`config.mk`:
```
export PLATFORM = sky130hd
export DESIGN_NAME = core_top
export DESIGN_NICKNAME = d
export VERILOG_FILES = /design/src/logic/core_cfg_pkg.sv /design/src/logic/isa_pkg.sv /design/src/logic/instr_fetch.sv /design/src/logic/instr_decode.sv /design/src/logic/exec_unit.sv /design/src/logic/reg_file.sv /design/src/logic/core_top.sv
export SDC_FILE = /design/constraint.sdc
export NUM_CORES = 2
export LEC_CHECK = 0
export ABC_CLOCK_PERIOD_IN_PS = 5500
export BUFFER_PORTS_ARGS = -buffer_cell sky130_fd_sc_hd__buf_4
export CAP_MARGIN = 40
export CORE_ASPECT_RATIO = 1.75
export CORE_MARGIN = 5
export CORE_UTILIZATION = 44
export DETAILED_ROUTE_END_ITERATION = 10
export PLACE_DENSITY = 0.61
export SYNTH_ARGS = -nofsm -noshare
export SYNTH_HDL_FRONTEND = slang
export SYNTH_HIERARCHICAL = 1
export SYNTH_SLANG_ARGS = --single-unit
```
`constraint.sdc`:
```
create_clock -name clk_i -period 5.5 [get_ports clk_i]
set_input_delay 1.65 -clock clk_i [delete_from_list [all_inputs] [get_ports clk_i]]
set_output_delay 1.65 -clock clk_i [all_outputs]
set_load 0.01 [all_outputs]
```
`src/logic/core_cfg_pkg.sv`:
```
/* Port-level types of the core: instruction-memory request and retire trace record */
`default_nettype none

package core_cfg_pkg;

	//////////////////////////////
	// Instruction memory port
	//////////////////////////////

	// Request to the synchronous program ROM
	// Data for addr comes back one cycle later
	typedef struct packed {
		logic        en;
		logic [31:0] addr;
	} imem_req_t;

	//////////////////////////////
	// Retire trace
	//////////////////////////////

	// One register write, reported the cycle after execute
	// valid stays low for branches, x0 writes and illegal words
	typedef struct packed {
		logic        valid;
		logic [4:0]  rd;
		logic [31:0] data;
		// Address of the instruction that wrote rd
		logic [31:0] pc;
	} retire_t;

endpackage : core_cfg_pkg

`default_nettype wire

```
`src/logic/isa_pkg.sv`:
```
/* RV32I subset description: opcode, ALU operation and sequencer state enums,
   and the decoded instruction struct */
`default_nettype none

package isa_pkg;

	//////////////////////////////
	// Major opcodes
	//////////////////////////////

	typedef enum logic [6:0] {
		OP_LUI    = 7'b0110111,
		OP_IMM    = 7'b0010011,
		OP_REG    = 7'b0110011,
		OP_BRANCH = 7'b1100011,
		OP_JAL    = 7'b1101111
	} opcode_e;

	// ALU operations, PASS_B forwards the second operand (LUI)
	typedef enum logic [2:0] {
		ADD,
		SUB,
		AND,
		OR,
		XOR,
		SLT,
		PASS_B
	} alu_op_e;

	// One instruction walks through all three states
	typedef enum logic [1:0] {
		S_FETCH,
		S_DECODE,
		S_EXEC
	} seq_state_e;

	//////////////////////////////
	// Decoded instruction
	//////////////////////////////

	typedef struct packed {
		alu_op_e     alu_op;
		// Second operand is imm instead of rs2
		logic        use_imm;
		logic [4:0]  rd;
		logic [4:0]  rs1;
		logic [4:0]  rs2;
		logic [31:0] imm;
		logic        is_branch;
		// BNE when set, BEQ otherwise
		logic        branch_ne;
		logic        is_jal;
		logic        reg_write;
		logic        illegal;
	} decoded_t;

endpackage : isa_pkg

`default_nettype wire

```
`src/logic/instr_fetch.sv`:
```
/* Instruction fetch: program counter, ROM request and the captured current
   instruction with its address */
`timescale 1ns/1ps
`default_nettype none

module instr_fetch import core_cfg_pkg::*; #(
	parameter int          XLEN      = 32,
	parameter logic [31:0] BOOT_ADDR = 32'h0
) (
	input  wire logic            clk_i,
	input  wire logic            rstn_i,
	input  wire logic            next_instr_i,
	input  wire logic            jmp_i,
	input  wire logic [XLEN-1:0] jmp_addr_i,
	input  wire logic [XLEN-1:0] imem_rdata_i,
	output imem_req_t            imem_o,
	output logic      [XLEN-1:0] cinstr_o,
	output logic      [XLEN-1:0] pc_o
);

	logic [XLEN-1:0] pc_q;
	// Address whose ROM data is on imem_rdata_i this cycle
	logic [XLEN-1:0] rd_addr_q;

	// ROM is always enabled, the address follows the PC
	assign imem_o.en   = 1'b1;
	assign imem_o.addr = pc_q;

	// PC only moves when the sequencer finishes an instruction
	always_ff @(posedge clk_i) begin
		if (!rstn_i) begin
			pc_q <= BOOT_ADDR;
		end else if (next_instr_i) begin
			if (jmp_i) begin
				pc_q <= jmp_addr_i;
			end else begin
				pc_q <= pc_q + XLEN'(4);
			end
		end
	end

	// Capture ROM data every cycle and keep its address alongside
	always_ff @(posedge clk_i) begin
		rd_addr_q <= pc_q;
		cinstr_o  <= imem_rdata_i;
		pc_o      <= rd_addr_q;
	end

	// Every PC update, sequential or jump, lands on a word boundary
	a_pc_aligned: assert property (@(posedge clk_i) disable iff (!rstn_i)
		next_instr_i |=> (pc_q[1:0] == 2'b00));

endmodule : instr_fetch

`default_nettype wire

```
`src/logic/instr_decode.sv`:
```
/* Sequencer FSM and instruction decoder: fields, immediates, ALU op mapping */
`timescale 1ns/1ps
`default_nettype none

module instr_decode import isa_pkg::*; #(
	parameter int XLEN = 32
) (
	input  wire logic            clk_i,
	input  wire logic            rstn_i,
	input  wire logic [XLEN-1:0] cinstr_i,
	output decoded_t             dec_o,
	output logic                 exec_en_o,
	output logic                 next_instr_o
);

	seq_state_e state_q;
	decoded_t   dec_d;
	logic [2:0] funct3;
	logic [6:0] funct7;

	//////////////////////////////
	// Sequencer
	//////////////////////////////

	always_ff @(posedge clk_i) begin
		if (!rstn_i) begin
			state_q <= S_FETCH;
		end else begin
			case (state_q)
				S_FETCH:  state_q <= S_DECODE;
				S_DECODE: state_q <= S_EXEC;
				default:  state_q <= S_FETCH;
			endcase
		end
	end

	// Execute lasts one cycle and steps the fetch unit on its closing edge
	assign exec_en_o    = (state_q == S_EXEC);
	assign next_instr_o = (state_q == S_EXEC);

	//////////////////////////////
	// Field decode
	//////////////////////////////

	assign funct3 = cinstr_i[14:12];
	assign funct7 = cinstr_i[31:25];

	always_comb begin
		dec_d     = '0;
		dec_d.rd  = cinstr_i[11:7];
		dec_d.rs1 = cinstr_i[19:15];
		dec_d.rs2 = cinstr_i[24:20];
		case (cinstr_i[6:0])
			OP_LUI: begin
				// U-type, upper 20 bits
				dec_d.imm       = {cinstr_i[31:12], 12'b0};
				dec_d.alu_op    = PASS_B;
				dec_d.use_imm   = 1'b1;
				dec_d.reg_write = 1'b1;
			end
			OP_IMM: begin
				// I-type, only ADDI in this subset
				dec_d.imm       = {{20{cinstr_i[31]}}, cinstr_i[31:20]};
				dec_d.use_imm   = 1'b1;
				dec_d.alu_op    = ADD;
				dec_d.reg_write = (funct3 == 3'b000);
				dec_d.illegal   = (funct3 != 3'b000);
			end
			OP_REG: begin
				dec_d.reg_write = 1'b1;
				case ({funct7, funct3})
					10'b0000000_000: dec_d.alu_op = ADD;
					10'b0100000_000: dec_d.alu_op = SUB;
					10'b0000000_111: dec_d.alu_op = AND;
					10'b0000000_110: dec_d.alu_op = OR;
					10'b0000000_100: dec_d.alu_op = XOR;
					10'b0000000_010: dec_d.alu_op = SLT;
					default: begin
						dec_d.reg_write = 1'b0;
						dec_d.illegal   = 1'b1;
					end
				endcase
			end
			OP_BRANCH: begin
				// B-type offset, bit 0 always zero
				dec_d.imm = {{19{cinstr_i[31]}}, cinstr_i[31], cinstr_i[7],
					cinstr_i[30:25], cinstr_i[11:8], 1'b0};
				dec_d.is_branch = (funct3 == 3'b000) || (funct3 == 3'b001);
				dec_d.branch_ne = funct3[0];
				dec_d.illegal   = (funct3[2:1] != 2'b00);
			end
			OP_JAL: begin
				// J-type offset
				dec_d.imm = {{11{cinstr_i[31]}}, cinstr_i[31], cinstr_i[19:12],
					cinstr_i[20], cinstr_i[30:21], 1'b0};
				dec_d.is_jal    = 1'b1;
				dec_d.reg_write = 1'b1;
			end
			default: dec_d.illegal = 1'b1;
		endcase
	end

	assign dec_o = dec_d;

	// The strobe only ever closes a full fetch, decode, execute walk
	a_next_after_walk: assert property (@(posedge clk_i) disable iff (!rstn_i)
		next_instr_o |-> ($past(state_q) == S_DECODE) && ($past(state_q, 2) == S_FETCH));

endmodule : instr_decode

`default_nettype wire

```
`src/logic/exec_unit.sv`:
```
/* Execute stage: ALU, branch compare and next-PC target */
`timescale 1ns/1ps
`default_nettype none

module exec_unit import isa_pkg::*; #(
	parameter int XLEN = 32
) (
	input  wire logic            exec_en_i,
	input  wire decoded_t        dec_i,
	input  wire logic [XLEN-1:0] pc_i,
	input  wire logic [XLEN-1:0] rs1_data_i,
	input  wire logic [XLEN-1:0] rs2_data_i,
	output logic      [XLEN-1:0] wb_data_o,
	output logic                 jmp_o,
	output logic      [XLEN-1:0] jmp_addr_o
);

	logic [XLEN-1:0] op_b;
	logic [XLEN-1:0] alu_res;
	logic            rs_equal;
	logic            br_taken;

	//////////////////////////////
	// ALU
	//////////////////////////////

	// Immediate forms replace rs2
	assign op_b = dec_i.use_imm ? dec_i.imm : rs2_data_i;

	always_comb begin
		case (dec_i.alu_op)
			ADD:     alu_res = rs1_data_i + op_b;
			SUB:     alu_res = rs1_data_i - op_b;
			AND:     alu_res = rs1_data_i & op_b;
			OR:      alu_res = rs1_data_i | op_b;
			XOR:     alu_res = rs1_data_i ^ op_b;
			// Signed compare, result is 0 or 1
			SLT:     alu_res = {{(XLEN-1){1'b0}}, $signed(rs1_data_i) < $signed(op_b)};
			PASS_B:  alu_res = op_b;
			default: alu_res = '0;
		endcase
	end

	//////////////////////////////
	// Control flow
	//////////////////////////////

	// Branches always compare the two registers
	assign rs_equal = (rs1_data_i == rs2_data_i);
	assign br_taken = dec_i.is_branch && (dec_i.branch_ne ? !rs_equal : rs_equal);

	// Both BEQ/BNE and JAL are PC relative
	assign jmp_addr_o = pc_i + dec_i.imm;
	assign jmp_o      = exec_en_i && (br_taken || dec_i.is_jal);

	// JAL links the return address
	assign wb_data_o = dec_i.is_jal ? (pc_i + XLEN'(4)) : alu_res;

endmodule : exec_unit

`default_nettype wire

```
`src/logic/reg_file.sv`:
```
/* 32-entry register file with the x0 rule and the retire report */
`timescale 1ns/1ps
`default_nettype none

module reg_file import core_cfg_pkg::*; import isa_pkg::*; #(
	parameter int XLEN = 32
) (
	input  wire logic            clk_i,
	input  wire logic            rstn_i,
	input  wire logic            exec_en_i,
	input  wire decoded_t        dec_i,
	input  wire logic [XLEN-1:0] pc_i,
	input  wire logic [XLEN-1:0] wb_data_i,
	output logic      [XLEN-1:0] rs1_data_o,
	output logic      [XLEN-1:0] rs2_data_o,
	output retire_t              retire_o
);

	logic [XLEN-1:0] regs_q [32];
	logic            wr_en;

	// Writes to x0 are dropped here and never reported
	assign wr_en = exec_en_i && dec_i.reg_write && (dec_i.rd != 5'd0);

	// Combinational reads straight from the array
	assign rs1_data_o = regs_q[dec_i.rs1];
	assign rs2_data_o = regs_q[dec_i.rs2];

	// x0 is cleared at reset and never written afterwards
	always_ff @(posedge clk_i) begin
		if (!rstn_i) begin
			regs_q[0] <= '0;
		end else if (wr_en) begin
			regs_q[dec_i.rd] <= wb_data_i;
		end
	end

	// Retire record goes out one cycle after the write
	always_ff @(posedge clk_i) begin
		if (!rstn_i) begin
			retire_o <= '0;
		end else begin
			retire_o.valid <= wr_en;
			retire_o.rd    <= dec_i.rd;
			retire_o.data  <= wb_data_i;
			retire_o.pc    <= pc_i;
		end
	end

	// x0 reads zero on either port
	a_x0_zero: assert property (@(posedge clk_i) disable iff (!rstn_i)
		((dec_i.rs1 != 5'd0) || (rs1_data_o == '0)) &&
		((dec_i.rs2 != 5'd0) || (rs2_data_o == '0)));

endmodule : reg_file

`default_nettype wire

```
`src/logic/core_top.sv`:
```
/* Core top level: fetch, decode, execute and register file */
`timescale 1ns/1ps
`default_nettype none

module core_top import core_cfg_pkg::*; import isa_pkg::*; #(
	parameter int          XLEN      = 32,
	parameter logic [31:0] BOOT_ADDR = 32'h0
) (
	input  wire logic            clk_i,
	input  wire logic            rstn_i,
	// Program ROM, data one cycle after the address
	input  wire logic [XLEN-1:0] imem_rdata_i,
	output imem_req_t            imem_o,
	// Register write trace
	output retire_t              retire_o,
	output logic                 illegal_o
);

	logic [XLEN-1:0] cinstr;
	logic [XLEN-1:0] pc_cur;
	logic            next_instr;
	logic            jmp;
	logic [XLEN-1:0] jmp_addr;
	decoded_t        dec;
	logic            exec_en;
	logic [XLEN-1:0] rs1_data;
	logic [XLEN-1:0] rs2_data;
	logic [XLEN-1:0] wb_data;

	instr_fetch #(
		.XLEN         (XLEN),
		.BOOT_ADDR    (BOOT_ADDR)
	) u_fetch (
		.clk_i        (clk_i),
		.rstn_i       (rstn_i),
		.next_instr_i (next_instr),
		.jmp_i        (jmp),
		.jmp_addr_i   (jmp_addr),
		.imem_rdata_i (imem_rdata_i),
		.imem_o       (imem_o),
		.cinstr_o     (cinstr),
		.pc_o         (pc_cur)
	);

	instr_decode #(.XLEN(XLEN)) u_decode (
		.clk_i        (clk_i),
		.rstn_i       (rstn_i),
		.cinstr_i     (cinstr),
		.dec_o        (dec),
		.exec_en_o    (exec_en),
		.next_instr_o (next_instr)
	);

	exec_unit #(.XLEN(XLEN)) u_exec (
		.exec_en_i    (exec_en),
		.dec_i        (dec),
		.pc_i         (pc_cur),
		.rs1_data_i   (rs1_data),
		.rs2_data_i   (rs2_data),
		.wb_data_o    (wb_data),
		.jmp_o        (jmp),
		.jmp_addr_o   (jmp_addr)
	);

	reg_file #(.XLEN(XLEN)) u_regs (
		.clk_i        (clk_i),
		.rstn_i       (rstn_i),
		.exec_en_i    (exec_en),
		.dec_i        (dec),
		.pc_i         (pc_cur),
		.wb_data_i    (wb_data),
		.rs1_data_o   (rs1_data),
		.rs2_data_o   (rs2_data),
		.retire_o     (retire_o)
	);

	// Unknown encodings are flagged only while they execute
	assign illegal_o = exec_en && dec.illegal;

endmodule : core_top

`default_nettype wire

```
# Word-level counts from Yosys, hierarchy flattened
# Memories as Yosys holds them, arrays and structs flattened. A register that Yosys moved wholly into a read port is not among the register bits.
# Cells that the tools add are included.
word_totals:
  regBits: 200
  ram_bits: 1024
  inputBits: 34
  memories: 1
memory_table:
  columns: ["name", "words", "width", "rd", "rd_ports_with_merged_regs", "write_ports", "line", "source"]
  rows:
  - ["u_regs.regs_q", 32, 32, 2, 2, 1, "reg_file.sv:19", "logic [XLEN-1:0] regs_q [32];"]
op_classes:
  n_addsub: 5
  n_lt_le_gt_ge: 1
  n_eq_ne: 20
  n_mux: 22
  bitwise: 3
  reduce_logical: 19
ops:
  columns: ["cell", "n"]
  rows:
  - ["one-hot mux 32 bit (7 select lines)", 1]
  - ["2-to-1 mux 32 bit", 4]
  - ["one-hot mux 32 bit (4 select lines)", 1]
  - ["adder 32 x 3 -> 32 bit, second input constant", 2]
  - ["adder 32 bit", 2]
  - ["AND 32 bit", 1]
  - ["equality test 32 bit", 1]
  - ["< comparator 32 bit", 1]
  - ["OR 32 bit", 1]
  - ["OR reduction 32 bit", 1]
  - ["subtractor 32 bit", 1]
  - ["bitwise XOR 32 bit", 1]
  - ["equality test 10 x 3 -> 1 bit, second input constant", 3]
  - ["one-hot mux 3 bit (5 select lines)", 1]
  - ["equality test 7 x 6 -> 1 bit, second input constant", 2]
  - ["equality test 7 bit, second input constant", 2]
  - ["equality test 10 x 2 -> 1 bit, second input constant", 1]
  - ["equality test 10 x 9 -> 1 bit, second input constant", 1]
  - ["logical NOT 10 bit", 1]
  - ["equality test 3 bit, second input constant", 3]
  - ["2-to-1 mux 1 bit", 8]
  - ["equality test 7 x 5 -> 1 bit, second input constant", 1]
  - ["equality test 3 x 1 -> 1 bit, second input constant", 2]
  - ["equality test 3 x 2 -> 1 bit, second input constant", 2]
  - ["other kinds (18)", 26]

# Depth between registers and ports, before layout
logic_depth:
  ltp_word: 11
  mapped_depth: 24

# Modules after synthesis
# Netlist, hierarchy kept.
modules_own_cells:
  columns: ["mod", "n_inst", "cells_each", "area_per_inst_um2"]
  rows:
  - ["reg_file", 1, 3514, 50613.5]
  - ["exec_unit", 1, 1267, 8981.1]
  - ["instr_fetch", 1, 359, 4016.4]
  - ["instr_decode", 1, 110, 790.8]
  - ["core_top", 1, 1, 6.3]

# Least setup slack after synthesis
# OpenSTA, ideal clock, no wires.
synth_path:
  path_type: "flip-flop to flip-flop"
  from: "reg u_fetch.cinstr_o[6]"
  to: "mem u_regs.regs_q[0][31] (data pin)"
  t_arrival_ns: 5.633
  required_time_ns: 5.141
  setup_slack_ns: -0.493
  path_stages_with_launch: 21
  path_buffers: 3
  cell_sequence: "dfxtp_1 -> or3b_4 -> nor2_2 -> or2_2 -> clkbuf_1 -> clkbuf_1 -> buf_2 -> mux2i_1 -> ha_1 -> a21oi_1 -> nor3b_1 -> a2111oi_2 -> o31a_4 -> o22ai_2 -> o41ai_4 -> o21ai_2 -> a211oi_1 -> a311oi_1 -> o221ai_1 -> and2_1 -> nor2b_1"
synth_lines:
  columns: ["item", "line", "source"]
  rows:
  - ["start, declared", "instr_fetch.sv:17", "output logic [XLEN-1:0] cinstr_o,"]
  - ["start signal, assigned", "instr_fetch.sv:45", "cinstr_o <= imem_rdata_i;"]
  - ["end, declared", "reg_file.sv:19", null]

# Final worst setup path
layout_path:
  from: "reg u_fetch.cinstr_o[21]"
  to: "mem u_regs.regs_q[24][28] (data pin)"
layout_via:
  elab_chain_cells: 6
layout_rtl:
  columns: ["item", "line", "source"]
  rows:
  - ["one-hot mux 32 bit (4 select lines) (*)", "instr_decode.sv:53", "case (cinstr_i[6:0])"]
  - ["2-to-1 mux 32 bit (*)", "exec_unit.sv:28", "assign op_b = dec_i.use_imm ? dec_i.imm : rs2_data_i;"]
  - ["subtractor 32 bit / adder 32 bit (equally long branches)", "exec_unit.sv:33, exec_unit.sv:32", null]
  - ["one-hot mux 32 bit (7 select lines) (*)", "exec_unit.sv:31", "case (dec_i.alu_op)"]
  - ["2-to-1 mux 32 bit (*)", "exec_unit.sv:57", "assign wb_data_o = dec_i.is_jal ? (pc_i + XLEN'(4)) : alu_res;"]
  - ["net wb_data[28]", "core_top.sv:28", "logic [XLEN-1:0] wb_data;"]
  - ["2-to-1 mux 32 bit (no source line) (*)", null, null]
# Mark *: on every way through the listed nets, which the timed path passes. The rest lies on a longest branch.

==> metrics.cfg <==
[run_status]
status=complete, but fails checks
violations=negative setup slack

[cells_and_area]
drive_gt1_share_pct=23.1
mostFrequentLayoutCells=1031 x mux2i_1, 1024 x edfxtp_1, 779 x buf_4, 326 x a22oi_1, 268 x nand3_1
area_delta_synth_final_pct=23.4
fin_nets=6182
stdcell_area_mm2=0.0794
final_core_utilization_pct=54.7
final_common_cell=mux2i_1
fillers=12100

[min_path]
hold_class=flip-flop to flip-flop

[worst_setup_path]
cp.required_ps=6110
crit_fanout=8
worstSetupPathType=flip-flop to flip-flop
endpoint_kind=flip-flop
cp.buffers_inverters=12
cp_slowest_cell=o41ai_4
worst_setup_path_start_kind=flip-flop
critical_path.top_delay_family=buffers and inverters
cpMostUsedCell=buf_4
worst_path_largest_cell_delay_ps=410
arrival_ps=6130

[timing]
hold_slack_ps=294
worstMarginPinSlew_ps=1040
setup_slack_ps=-18.0
setup_viol=32
rsz0062_at_grt=yes
hold_viol_final=0
max_freq_ghz=0.181
drv_slew=0
fin_tns_setup_ps=-283
final.setup_skew_ps=56.9
period_needed_ps=5520
relSlewSlack_pct=29.2
finalCritPeriodShare_pct=100

[route]
drt_iter0_drc=4817
vias=49900
routed_via_density=6.28
dr.pass1.iters=8
wl_um=249000
wl_per_cell_um=31.3
ant_nets=0
drc_errors=0

[power]
power_density_mw_per_mm2=270
p_int_mw=15.9
clockPowerShare_pct=37.0
leakage_nw=29.3
p_sw_share_pct=26.1
p_seq_share_pct=46.8
p_comb_share_pct=16.2
ir_drop_mv=0.255
p_switching_mw=5.61

[placement]
place.detailed.hpwl_um=167000
gp_congestion=0.993
place_area_mm2=0.0738
io_buffer_count=136
dp_slack_ps=-348

[floorplanning]
num_rows=185
die_area_mm2=0.154
io_pins=138
die_w_um=299
initial_core_util_pct=44.3
coreArea_mm2=0.145
fp.dieH_um=516

[clocking]
numCtsBuffers=109
clkSinkCount=1224
cts_max_level=3
insertion_delay_ps=780
cts.clk_slew.worst_paths_ps=70
cts_tree=yes
cts_root_buf=clkbuf_16
clk_path_buf_depth=3

[grt]
grt_max_degree=97
grt_overflow=0
grt_pass1_vias=50000
grt.total_usage_pct=30.8
grt_antenna_before_repair=7
grt_pass1_wl_um=347000

[run]
max_cap_violations=0

[synthesis]
yosysUniqueCellTypes=111
synth_seq_cells=1224
synth.avg_cell_area_um2=12.3
synth_warnings=6
synth_edf_count=1024
synthFlopType=edfxtp_1
async_flop_share_pct=0
synthCells=5251
syn_nets=5445
syn_area_mm2=0.0644
synth-seq-area-share_pct=54.0

## layout make-up
class                           instances  area, µm²  area share (%)
Antenna cell                            4       10.0          0.0126
Clock buffer                          136       2960            3.72
Clock inverter                         66        708           0.891
Inverter                              119        447           0.562
Multi-Input combinational cell       3538      28100            35.3
Sequential cell                      1224      34800            43.8
Tap cell                             1870       2340            2.94
Timing Repair Buffer                  996      10200            12.8
## metal layers
| metal | vias to the layer above | wire [µm] | GRT usage (%) |
|---|---|---|---|
| met2 | 2596 | 122000 | 53.5 |
| li1 | 21700 | - | - |
| met1 | 24900 | 88800 | 35.4 |
| met5 | - | 13 | 0 |
| met3 | 772 | 19000 | 4.67 |
| met4 | 2 | 19600 | 20.1 |
## cell families after synthesis
family | share of synthesized area [%]
flops | 54.0
compound gates | 12.2
simple gates | 8.60
mux | 16.6
buf+inv | 4.05
fa+ha+maj | 3.14
xor+xnor | 1.51
other cells | 0.00582
## stage by stage
stage	instances	power, mW
after floorplan	5251	11.9
after global placement	7649	13.4
after detailed placement	7666	13.4
after CTS	7910	21.4
after global routing	7953	22.1
final	7953	21.5
## flip-flops by register name, indices dropped and copies added (netlist names)
name,cells
u_decode/state_q,2
u_fetch/pc_q,32
u_fetch/cinstr_o,32
u_regs/regs_q,1024
u_fetch/pc_o,32
u_regs/retire_o,70
u_fetch/rd_addr_q,32
## worst register-to-register path: cells and delay by family (launching register included)
kind                       cells  cell delay, ps
muxes                          2             450
adders and majority gates      1             230
and+or+nand+nor                6             910
DFF                            1             380
AOI/OAI and AO/OA              7            1490
buffers and inverters         12            1920
## synth_stat cells, types with 88 or more instances
library cell | count | share of area [%]
xnor2_1 | 88 | 1.2
clkbuf_1 | 146 | 0.85
dfxtp_1 | 200 | 6.2
o21ai_0 | 91 | 0.71
nand2_1 | 251 | 1.5
nand3_1 | 272 | 2.1
ha_1 | 157 | 3.0
edfxtp_1 | 1024 | 48
a22oi_1 | 330 | 3.8
inv_1 | 116 | 0.68
nor2_1 | 158 | 0.92
mux2i_1 | 1061 | 16
a21oi_1 | 263 | 2.0
## power by group through the flow
stage	Sequential, mW	Clock, mW	Combinational [mW]
after floorplan	10.2	0	1.68
after detailed placement	10.3	0	3.18
after global placement	10.3	0	3.17
after CTS	10.1	8.01	3.30
final	10.1	7.95	3.48
after global routing	10.1	8.38	3.63
## final timing paths
path / slack, ps / depth (start not counted) / end / start
setup / recovery: -20 / 28 / u_regs/regs_q[24][28] / u_fetch/cinstr_o[21]
hold / removal: 290 / 0 / u_fetch/pc_o[31] / u_fetch/rd_addr_q[31]
setup reg to reg: -20 / 28 / u_regs/regs_q[24][28] / u_fetch/cinstr_o[21]
hold reg to reg: 290 / 0 / u_fetch/pc_o[31] / u_fetch/rd_addr_q[31]
## timing repair
action,in CTS,in global routing
setup endpoints to repair,352,587
hold buffers,0,0
resized for setup,82,91
cloned,10,10
pin swaps,17,32
buffers inserted,32,28
(Power assumes the default switching activity.)
